## src/rtl/commit_params.svh

```systemverilog
`ifndef COMMIT_PARAMS_SVH
`define COMMIT_PARAMS_SVH

////////////////////////////////////////
// commit stage sizing.
////////////////////////////////////////

// width of a data word and of every address.
`define COMMIT_DATA_W 32

// target of the fetch redirect on any exception.
`define COMMIT_EXC_VECTOR 32'hBFC00380

// issue width of a bundle.
`define COMMIT_SLOTS 2

// value a stage register takes on reset or flush.
`define COMMIT_REG_RESET '0

`endif
```

## src/rtl/commit_pkg.sv

```systemverilog
`default_nettype none

`include "commit_params.svh"

package commit_pkg;

    typedef logic [`COMMIT_DATA_W-1:0] word_t;

    ////////////////////////////////////////
    // encodings.
    ////////////////////////////////////////

    typedef enum logic [2:0] {
        OP_NONE,
        OP_ALU,
        OP_LOAD,
        OP_STORE,
        OP_BRANCH,
        OP_SYSCALL,
        OP_BREAK
    } op_kind_e;

    typedef enum logic [1:0] {
        SIZE_BYTE,
        SIZE_HALF,
        SIZE_WORD
    } mem_size_e;

    typedef enum logic [2:0] {
        EXC_NONE,
        EXC_INT,
        EXC_ADEL,
        EXC_ADES,
        EXC_OV,
        EXC_SYS,
        EXC_BP
    } exc_code_e;

    ////////////////////////////////////////
    // payloads.
    ////////////////////////////////////////

    // one executed instruction; result is the address for a memory op.
    typedef struct packed {
        logic      valid;
        word_t     pc;
        op_kind_e  kind;
        mem_size_e size;
        logic      sign_ext;
        logic      overflow;
        logic [4:0] dest;
        word_t     result;
        word_t     store_data;
        logic      branch_taken;
        word_t     branch_target;
    } exec_data_t;

    typedef exec_data_t [`COMMIT_SLOTS-1:0] exec_bundle_t;

    typedef struct packed {
        logic      valid;
        exc_code_e code;
        word_t     epc;
        word_t     bad_addr;
        logic      slot;
    } exception_t;

    // memory state handed from the address phase to the data phase.
    typedef struct packed {
        logic      active;
        logic      is_load;
        mem_size_e size;
        logic      sign_ext;
        logic [1:0] offset;
    } mem_info_t;

    typedef struct packed {
        exception_t exc;
        mem_info_t  mem;
    } commit_side_t;

    typedef struct packed {
        logic       valid;
        logic [4:0] dest;
        word_t      value;
    } writeback_t;

    typedef struct packed {
        logic  valid;
        word_t pc;
        logic  from_exception;
    } redirect_t;

endpackage

`default_nettype wire

```

## src/rtl/commit_stage.sv

```systemverilog
`timescale 1ns/1ns
`default_nettype none

`include "commit_params.svh"

module commit_stage (
    input  logic                                     clk,
    input  logic                                     reset,
    input  commit_pkg::exec_bundle_t                 in,
    input  logic                                     in_valid,
    input  logic                                     irq,
    output logic                                     finish,
    output logic                                     dmem_req,
    output logic                                     dmem_wt,
    output commit_pkg::mem_size_e                    dmem_size,
    output commit_pkg::word_t                        dmem_addr,
    output commit_pkg::word_t                        dmem_wd,
    input  logic                                     dmem_addr_ok,
    input  logic                                     dmem_data_ok,
    input  commit_pkg::word_t                        dmem_rd,
    output commit_pkg::writeback_t [`COMMIT_SLOTS-1:0] wb,
    output commit_pkg::redirect_t                    redirect,
    output commit_pkg::exception_t                   exception
);
    import commit_pkg::*;

    exec_bundle_t ec_bundle;
    exec_bundle_t cd_bundle;
    commit_side_t ec_side;
    commit_side_t cd_side;
    logic         finish_exception;
    logic         finish_cdata;
    logic         flush;

    exception_check u_exception_check (
        .clk,
        .reset,
        .in,
        .in_valid,
        .irq,
        .flush,
        .advance (finish),
        .dmem_addr_ok,
        .out     (ec_bundle),
        .exc     (ec_side.exc),
        .mem     (ec_side.mem),
        .finish_exception,
        .dmem_req,
        .dmem_wt,
        .dmem_size,
        .dmem_addr,
        .dmem_wd
    );

    stage_reg #(.T(exec_bundle_t)) u_bundle_reg (
        .clk,
        .reset,
        .load  (finish),
        .clear (flush),
        .d     (ec_bundle),
        .q     (cd_bundle)
    );

    stage_reg #(.T(commit_side_t)) u_side_reg (
        .clk,
        .reset,
        .load  (finish),
        .clear (flush),
        .d     (ec_side),
        .q     (cd_side)
    );

    data_commit u_data_commit (
        .clk,
        .reset,
        .advance (finish),
        .in      (cd_bundle),
        .side    (cd_side),
        .dmem_data_ok,
        .dmem_rd,
        .finish_cdata,
        .wb,
        .redirect,
        .exception,
        .flush
    );

    // both halves must be done before the bundle moves.
    assign finish = finish_exception & finish_cdata;

endmodule

`default_nettype wire

```

## src/rtl/data_commit.sv

```systemverilog
`timescale 1ns/1ns
`default_nettype none

`include "commit_params.svh"

module data_commit (
    input  logic                                     clk,
    input  logic                                     reset,
    input  logic                                     advance,
    input  commit_pkg::exec_bundle_t                 in,
    input  commit_pkg::commit_side_t                 side,
    input  logic                                     dmem_data_ok,
    input  commit_pkg::word_t                        dmem_rd,
    output logic                                     finish_cdata,
    output commit_pkg::writeback_t [`COMMIT_SLOTS-1:0] wb,
    output commit_pkg::redirect_t                    redirect,
    output commit_pkg::exception_t                   exception,
    output logic                                     flush
);
    import commit_pkg::*;

    logic                     data_got;
    logic                     drain;
    logic                     data_here;
    logic                     taken;
    logic [`COMMIT_SLOTS-1:0] killed;
    logic [`COMMIT_SLOTS-1:0] writes;
    logic [7:0]               byte_v;
    logic [15:0]              half_v;
    word_t                    rd_hold;
    word_t                    rd_word;
    word_t                    load_value;

    assign data_here = data_got || dmem_data_ok;
    assign rd_word = data_got ? rd_hold : dmem_rd;

    // the flush cycle stalls so the next bundle is not loaded into a clearing register.
    assign finish_cdata = !flush && !(side.mem.active && !data_here);

    ////////////////////////////////////////
    // load alignment.
    ////////////////////////////////////////

    always_comb
    begin
        byte_v = rd_word[8*side.mem.offset +: 8];
        half_v = rd_word[16*side.mem.offset[1] +: 16];
        case (side.mem.size)
            SIZE_BYTE: load_value = {{(`COMMIT_DATA_W-8){side.mem.sign_ext & byte_v[7]}}, byte_v};
            SIZE_HALF: load_value = {{(`COMMIT_DATA_W-16){side.mem.sign_ext & half_v[15]}}, half_v};
            default:   load_value = rd_word;
        endcase
    end

    ////////////////////////////////////////
    // commit outputs.
    ////////////////////////////////////////

    always_comb
    begin
        for (int i = 0; i < `COMMIT_SLOTS; i++)
        begin
            killed[i] = side.exc.valid && i >= int'(side.exc.slot);
            case (in[i].kind)
                OP_LOAD:           writes[i] = 1'b1;
                OP_ALU, OP_BRANCH: writes[i] = in[i].dest != 5'd0;
                default:           writes[i] = 1'b0;
            endcase
            wb[i].valid = advance && in[i].valid && !killed[i] && writes[i];
            wb[i].dest = in[i].dest;
            wb[i].value = (in[i].kind == OP_LOAD) ? load_value : in[i].result;
        end
    end

    always_comb
    begin
        redirect = '0;
        taken = 1'b0;
        redirect.from_exception = side.exc.valid;
        if (side.exc.valid)
        begin
            taken = 1'b1;
            redirect.pc = `COMMIT_EXC_VECTOR;
        end
        else
        begin
            // walk down so the oldest taken branch wins.
            for (int i = `COMMIT_SLOTS - 1; i >= 0; i--)
            begin
                if (in[i].valid && in[i].kind == OP_BRANCH && in[i].branch_taken)
                begin
                    taken = 1'b1;
                    redirect.pc = in[i].branch_target;
                end
            end
        end
        redirect.valid = advance && taken;
    end

    always_comb
    begin
        exception = side.exc;
        exception.valid = advance && side.exc.valid;
    end

    ////////////////////////////////////////
    // data phase state.
    ////////////////////////////////////////

    always_ff @(posedge clk)
    begin
        if (reset)
        begin
            data_got <= 1'b0;
            drain <= 1'b0;
            flush <= 1'b0;
        end
        else
        begin
            flush <= exception.valid;
            if (advance || flush)
                data_got <= 1'b0;
            else if (dmem_data_ok && side.mem.active && !drain)
                data_got <= 1'b1;
            // a flushed access still owes one data_ok.
            if (dmem_data_ok)
                drain <= 1'b0;
            else if (flush && side.mem.active && !data_got)
                drain <= 1'b1;
        end
    end

    always_ff @(posedge clk)
    begin
        if (dmem_data_ok)
            rd_hold <= dmem_rd;
    end

    a_data_ok_owned: assert property (@(posedge clk) disable iff (reset)
        dmem_data_ok |-> (side.mem.active && !data_got) || drain)
        else $error("dmem_data_ok with no memory op outstanding");

endmodule

`default_nettype wire

```

## src/rtl/stage_reg.sv

```systemverilog
`timescale 1ns/1ns
`default_nettype none

`include "commit_params.svh"

module stage_reg #(
    parameter type T = logic
) (
    input  logic clk,
    input  logic reset,
    input  logic load,
    input  logic clear,
    input  T     d,
    output T     q
);

    // clear beats load.
    always_ff @(posedge clk)
    begin
        if (reset || clear)
            q <= `COMMIT_REG_RESET;
        else if (load)
            q <= d;
    end

    ////////////////////////////////////////
    // checks.
    ////////////////////////////////////////

    // a flush must not swallow a live payload arriving from the first step.
    a_no_lost_load: assert property (@(posedge clk) disable iff (reset)
        !(load && clear && d != `COMMIT_REG_RESET))
        else $error("stage register load dropped by clear");

endmodule

`default_nettype wire

```

## src/rtl/exception_check.sv

```systemverilog
`timescale 1ns/1ns
`default_nettype none

module exception_check (
    input  logic                     clk,
    input  logic                     reset,
    input  commit_pkg::exec_bundle_t in,
    input  logic                     in_valid,
    input  logic                     irq,
    input  logic                     flush,
    input  logic                     advance,
    input  logic                     dmem_addr_ok,
    output commit_pkg::exec_bundle_t out,
    output commit_pkg::exception_t   exc,
    output commit_pkg::mem_info_t    mem,
    output logic                     finish_exception,
    output logic                     dmem_req,
    output logic                     dmem_wt,
    output commit_pkg::mem_size_e    dmem_size,
    output commit_pkg::word_t        dmem_addr,
    output commit_pkg::word_t        dmem_wd
);
    import commit_pkg::*;

    exc_code_e code0;
    exc_code_e code1;
    logic      take_irq;
    logic      mem_op;
    logic      addr_done;

    function automatic logic is_mem(input exec_data_t s);
        return s.kind == OP_LOAD || s.kind == OP_STORE;
    endfunction

    // per-slot cause, highest priority first.
    function automatic exc_code_e classify(input exec_data_t s);
        logic misaligned;
        misaligned = (s.size == SIZE_HALF && s.result[0])
                  || (s.size == SIZE_WORD && s.result[1:0] != 2'b00);
        if (!s.valid)
            return EXC_NONE;
        if (s.overflow)
            return EXC_OV;
        if (s.kind == OP_SYSCALL)
            return EXC_SYS;
        if (s.kind == OP_BREAK)
            return EXC_BP;
        if (s.kind == OP_LOAD && misaligned)
            return EXC_ADEL;
        if (s.kind == OP_STORE && misaligned)
            return EXC_ADES;
        return EXC_NONE;
    endfunction

    always_comb
    begin
        take_irq = irq && in_valid && in[0].valid;
        code0 = take_irq ? EXC_INT : (in_valid ? classify(in[0]) : EXC_NONE);
        code1 = (in_valid && code0 == EXC_NONE) ? classify(in[1]) : EXC_NONE;

        // a fault in slot 0 kills slot 1.
        out = in;
        out[0].valid = in_valid && in[0].valid;
        out[1].valid = in_valid && in[1].valid && code0 == EXC_NONE;

        exc = '0;
        if (code0 != EXC_NONE)
        begin
            exc.valid = 1'b1;
            exc.code = code0;
            exc.epc = in[0].pc;
            exc.slot = 1'b0;
            if (code0 == EXC_ADEL || code0 == EXC_ADES)
                exc.bad_addr = in[0].result;
        end
        else if (code1 != EXC_NONE)
        begin
            exc.valid = 1'b1;
            exc.code = code1;
            exc.epc = in[1].pc;
            exc.slot = 1'b1;
        end
    end

    ////////////////////////////////////////
    // address phase.
    ////////////////////////////////////////

    assign mem_op = in_valid && in[0].valid && is_mem(in[0]) && code0 == EXC_NONE;

    assign mem.active = mem_op;
    assign mem.is_load = in[0].kind == OP_LOAD;
    assign mem.size = in[0].size;
    assign mem.sign_ext = in[0].sign_ext;
    assign mem.offset = in[0].result[1:0];

    // no new request while the stage register is being flushed.
    assign dmem_req = mem_op && !addr_done && !flush;
    assign dmem_wt = in[0].kind == OP_STORE;
    assign dmem_size = in[0].size;
    assign dmem_addr = in[0].result;

    always_comb
    begin
        case (in[0].size)
            SIZE_BYTE: dmem_wd = {4{in[0].store_data[7:0]}};
            SIZE_HALF: dmem_wd = {2{in[0].store_data[15:0]}};
            default:   dmem_wd = in[0].store_data;
        endcase
    end

    assign finish_exception = !mem_op || addr_done || (dmem_req && dmem_addr_ok);

    // address taken but the bundle is still held by the data phase.
    always_ff @(posedge clk)
    begin
        if (reset || advance)
            addr_done <= 1'b0;
        else if (dmem_req && dmem_addr_ok)
            addr_done <= 1'b1;
    end

    a_req_held: assert property (@(posedge clk) disable iff (reset)
        dmem_req && !dmem_addr_ok |=> dmem_req && $stable(dmem_addr) && $stable(dmem_wt))
        else $error("dmem_req dropped or changed before dmem_addr_ok");

    a_slot1_no_mem: assert property (@(posedge clk) disable iff (reset)
        in_valid && in[1].valid |-> !is_mem(in[1]))
        else $error("memory op issued in slot 1");

endmodule

`default_nettype wire

```

## config.mk

```make
export PLATFORM = sky130hd
export DESIGN_NAME = commit_stage
export DESIGN_NICKNAME = d
export VERILOG_FILES = /design/src/rtl/commit_pkg.sv /design/src/rtl/commit_stage.sv /design/src/rtl/data_commit.sv /design/src/rtl/stage_reg.sv /design/src/rtl/exception_check.sv
export VERILOG_INCLUDE_DIRS = /design/src /design/src/rtl
export SDC_FILE = /design/constraint.sdc
export NUM_CORES = 1
export LEC_CHECK = 0
export ABC_AREA = 1
export BUFFER_PORTS_ARGS = -buffer_cell sky130_fd_sc_hd__buf_2
export CELL_PAD_IN_SITES_DETAIL_PLACEMENT = 0
export CELL_PAD_IN_SITES_GLOBAL_PLACEMENT = 2
export CORE_ASPECT_RATIO = 1.1
export CORE_MARGIN = 2
export CORE_UTILIZATION = 25
export CTS_BUF_LIST = sky130_fd_sc_hd__clkbuf_16
export CTS_CLUSTER_SIZE = 12
export DETAILED_ROUTE_END_ITERATION = 12
export HOLD_SLACK_MARGIN = 0.12
export PLACE_DENSITY = 0.87
export SLEW_MARGIN = 20
export SYNTH_ARGS = -nofsm -noshare
export SYNTH_HDL_FRONTEND = slang
export SYNTH_SLANG_ARGS = --single-unit
```

## constraint.sdc

```tcl
create_clock -name clk -period 2.1 [get_ports clk]
set_input_delay 0.105 -clock clk [delete_from_list [all_inputs] [get_ports clk]]
set_output_delay 0.105 -clock clk [all_outputs]
set_load 0.03 [all_outputs]
```

==> flow_metrics.py <==
metrics = {
    "floorplan": {
        "coreArea_sq_mm": 0.0515,
        "die_h_microns": 244,
        "dieArea_sq_mm": 0.0541,
        "row_count": 87,
        "ioPinCount": 570,
        "initial_utilization_pct": 25.4,
        "die_w_microns": 222,
    },
    "critical_path": {
        "cp_common_cell": "o21ai_4",
        "crit_arrival_ps": 2510,
        "crit_chain": "clkinvlp_4, o21ai_2, nand2_1, nand4_1, nand2_2, o21ai_4, clkbuf_16, o21ai_4, mux2_4, buf_6",
        "r2r_setup_slack_ps": 80,
        "cpMaxStageDelayCell": "dfxtp_4",
        "worstSetupStartpointType": "register",
        "path_class": "register to output pin",
        "crit_fanout": 8,
        "end_kind": "output pin",
        "max_stage_delay_ps": 390,
        "crit_required_ps": 2000,
    },
    "power_and_ir_drop": {
        "vdd_drop_max_v": 0.000607,
        "p_leak_nw": 10.5,
        "finalPower_mw": 16.3,
        "powerDensity_mw_per_mm2": 723,
    },
    "sta": {
        "fin_crit_sh_pct": 125,
        "slew_headroom_pct": 67.6,
        "slew_violations": 0,
        "final-hold-violation-count": 0,
        "worst_slack_ps": -516,
        "hold_slack_ps": 159,
        "worstMarginPinSlew_ps": 486,
        "clock_skew_ps": 15.2,
        "finalCriticalPeriod_ps": 2620,
        "setup_violations": 68,
        "rsz0062_at_grt": "yes",
        "max_freq_mhz": 382,
    },
    "layout": {
        "final_cells": 3193,
        "final_nets": 2821,
        "drive_gt1_share_pct": 39.8,
        "area_delta_synth_final_pct": 73.1,
    },
    "synthesis": {
        "yosysSeqAreaShare_pct": 41.8,
        "synth_edf_count": 32,
        "synth_area_sq_mm": 0.0131,
        "synth_area_per_cell_sq_um": 7.42,
        "yosysWarningCount": 0,
        "ys_async_sr_fraction_pct": 0,
        "synth_compound_area_share_pct": 11.9,
        "synth_cell_types": 34,
        "yosys.area_share.simple_pct": 25.9,
        "synth_top_family_by_area": "simple AND/OR/NAND/NOR gates",
        "synthAdderAreaFrac_pct": 0,
        "synth_flop_cell": "dfxtp_1",
        "syn_inst": 1760,
        "synth_xor_area_share_pct": 0,
        "synth-seq-cells": 257,
        "synth_nets": 2082,
        "synthMuxAreaShare_pct": 6.61,
    },
    "flow_run": {
        "drv_cap": 0,
    },
    "clocking": {
        "clockBufferDepth": 3,
        "path_clk_slew_ps": 60,
        "clk_latency_ps": 570,
        "numCtsBuffers": 31,
        "cts_tree": "yes",
        "cts_root_buf": "clkbuf_16",
        "clkSinkCount": 257,
        "htree_levels": 1,
    },
    "placed_design": {
        "pre_cts_ws_ps": -206,
        "dp_hpwl_microns": 39700,
        "port_buffers": 536,
        "gp_congestion": 0.910,
        "dp.cells": 2825,
    },
    "routing": {
        "viasPerCell": 4.68,
        "drtAntennaViolNets": 0,
        "drc": 0,
        "drt_wl_total_microns": 58900,
        "dr.pass1.iters": 5,
        "drt-initial-drc-count": 967,
        "wl_per_cell_microns": 18.4,
        "vias": 14900,
    },
    "grt": {
        "grt_max_degree": 53,
        "grt_usage_pct": 20.5,
        "grt_pass1_wl_microns": 87100,
        "grt_pass1_vias": 14800,
        "antenna_found_initial": 6,
        "grt.overflow.total": 0,
    },
    "hold_path": {
        "hold_path.class": "input pin to register",
    },
    "outcome": {
        "status": "finished with violations",
        "violations": "setup timing",
    },
}
-- routing by layer --
metal / up-vias / wire, microns / global-route usage [%]
met4: 4 / 1790 / 6.60
met1: 7064 / 24200 / 25.2
met3: 118 / 3650 / 3.62
met2: 561 / 29200 / 36.2
li1: 7202 / - / -
met5: - / 15 / 0
-- final cells by class --
cell class | count | area, sq um
Fill cell | 4960 | 28900
Timing Repair Buffer | 947 | 7720
Multi-Input combinational cell | 1190 | 7300
Sequential cell | 257 | 5480
Tap cell | 667 | 835
Clock buffer | 31 | 776
Inverter | 72 | 304
Clock inverter | 25 | 196
Antenna cell | 4 | 10.0
-- Yosys cell counts (7+ instances only) --
| library cell | count | share of area (%) |
|---|---|---|
| dfxtp_1 | 225 | 34 |
| inv_1 | 68 | 2.0 |
| nand3_1 | 165 | 6.3 |
| buf_1 | 9 | 0.26 |
| buf_6 | 13 | 1.1 |
| nand2_1 | 336 | 9.7 |
| o221ai_1 | 7 | 0.47 |
| mux2i_1 | 21 | 1.6 |
| o21ai_1 | 26 | 1.0 |
| clkbuf_1 | 71 | 2.0 |
| a21oi_1 | 71 | 2.7 |
| or2_2 | 8 | 0.38 |
| buf_4 | 127 | 7.3 |
| nor2_1 | 256 | 7.4 |
| buf_2 | 19 | 0.73 |
| o21ai_0 | 188 | 7.2 |
| nand4_1 | 22 | 1.1 |
| nor3_1 | 15 | 0.57 |
| edfxtp_1 | 32 | 7.4 |
| mux2_2 | 58 | 5.0 |
-- final timing paths --
path                          start                           to  cells after the start
max          u_data_commit.data_got                       wb[27]                     10
min                         in[141]  u_exception_check.addr_done                      7
max reg2reg  u_data_commit.data_got          u_bundle_reg.q[106]                     11
min reg2reg      u_bundle_reg.q[67]           u_bundle_reg.q[67]                      2
-- power breakdown --
group | leakage, nW | switching (mW) | internal (mW)
combinational | 7.86 | 3.03 | 2.27
sequential | 2.17 | 0.305 | 5.44
clock | 0.508 | 2.27 | 3.03
-- worst max-delay path, delay by kind of cell, from the launching register on --
kind,cells,cell delay (ps)
buf+inv,3,510
compound gates,3,480
simple gates,3,290
flops,1,390
mux,1,280
-- cell families (layout without fill, tap and decap cells) --
kind of cell	after synthesis	in the layout
multiplexers	79	79
AO/OA/AOI/OAI	302	302
flip-flops	257	257
buffers and inverters	313	1075
AND/OR/NAND/NOR	809	809
other	0	4
-- cell usage in the layout, fill, tap and decap left out, types with 6 or more instances in the layout --
master and instances:
buf_6 94, nand2_2 31, nand2_4 7, buf_2 441, nand4_1 22, clkinv_1 7, buf_12 33, nand3_1 107
nand3_2 35, nor3_1 10, inv_1 68, a21oi_1 68, buf_8 6, mux2i_4 11, nor2_1 251, edfxtp_1 32
o221ai_4 6, clkbuf_16 38, o21ai_4 12, nand2_1 297, o21ai_2 29, buf_4 109, mux2_2 6, dlygate4sd3_1 250
nand3_4 23, dfxtp_1 220, o21ai_1 46, mux2_4 52, nor2_4 7, o21ai_0 128
-- stage by stage --
stage                     TNS (ps)  area, sq um  utilization [%]
after floorplan                  0        13100                -
after global placement       -1680        16200             31.5
after detailed placement     -2720        16200             31.5
after CTS                   -31150        21700             42.1
after global routing        -38740        22600             43.9
final                       -28220        22600             43.9
-- timing repair --
item,CTS,global route
resized for setup,428,203
endpoints found under the setup margin,101,237
pin swaps,31,34
buffers inserted,36,11
hold endpoints to repair,249,0
gates cloned,9,6
hold buffers,250,0
-- registers in the layout, summed over array words and instances, names as in the netlist --
name and flops:
u_data_commit.drain 1, u_data_commit.rd_hold 32, u_exception_check.addr_done 1, u_bundle_reg.q 148, u_side_reg.q 73, u_data_commit.data_got 1
u_data_commit.flush 1
Power figures use the tool's default switching activity.
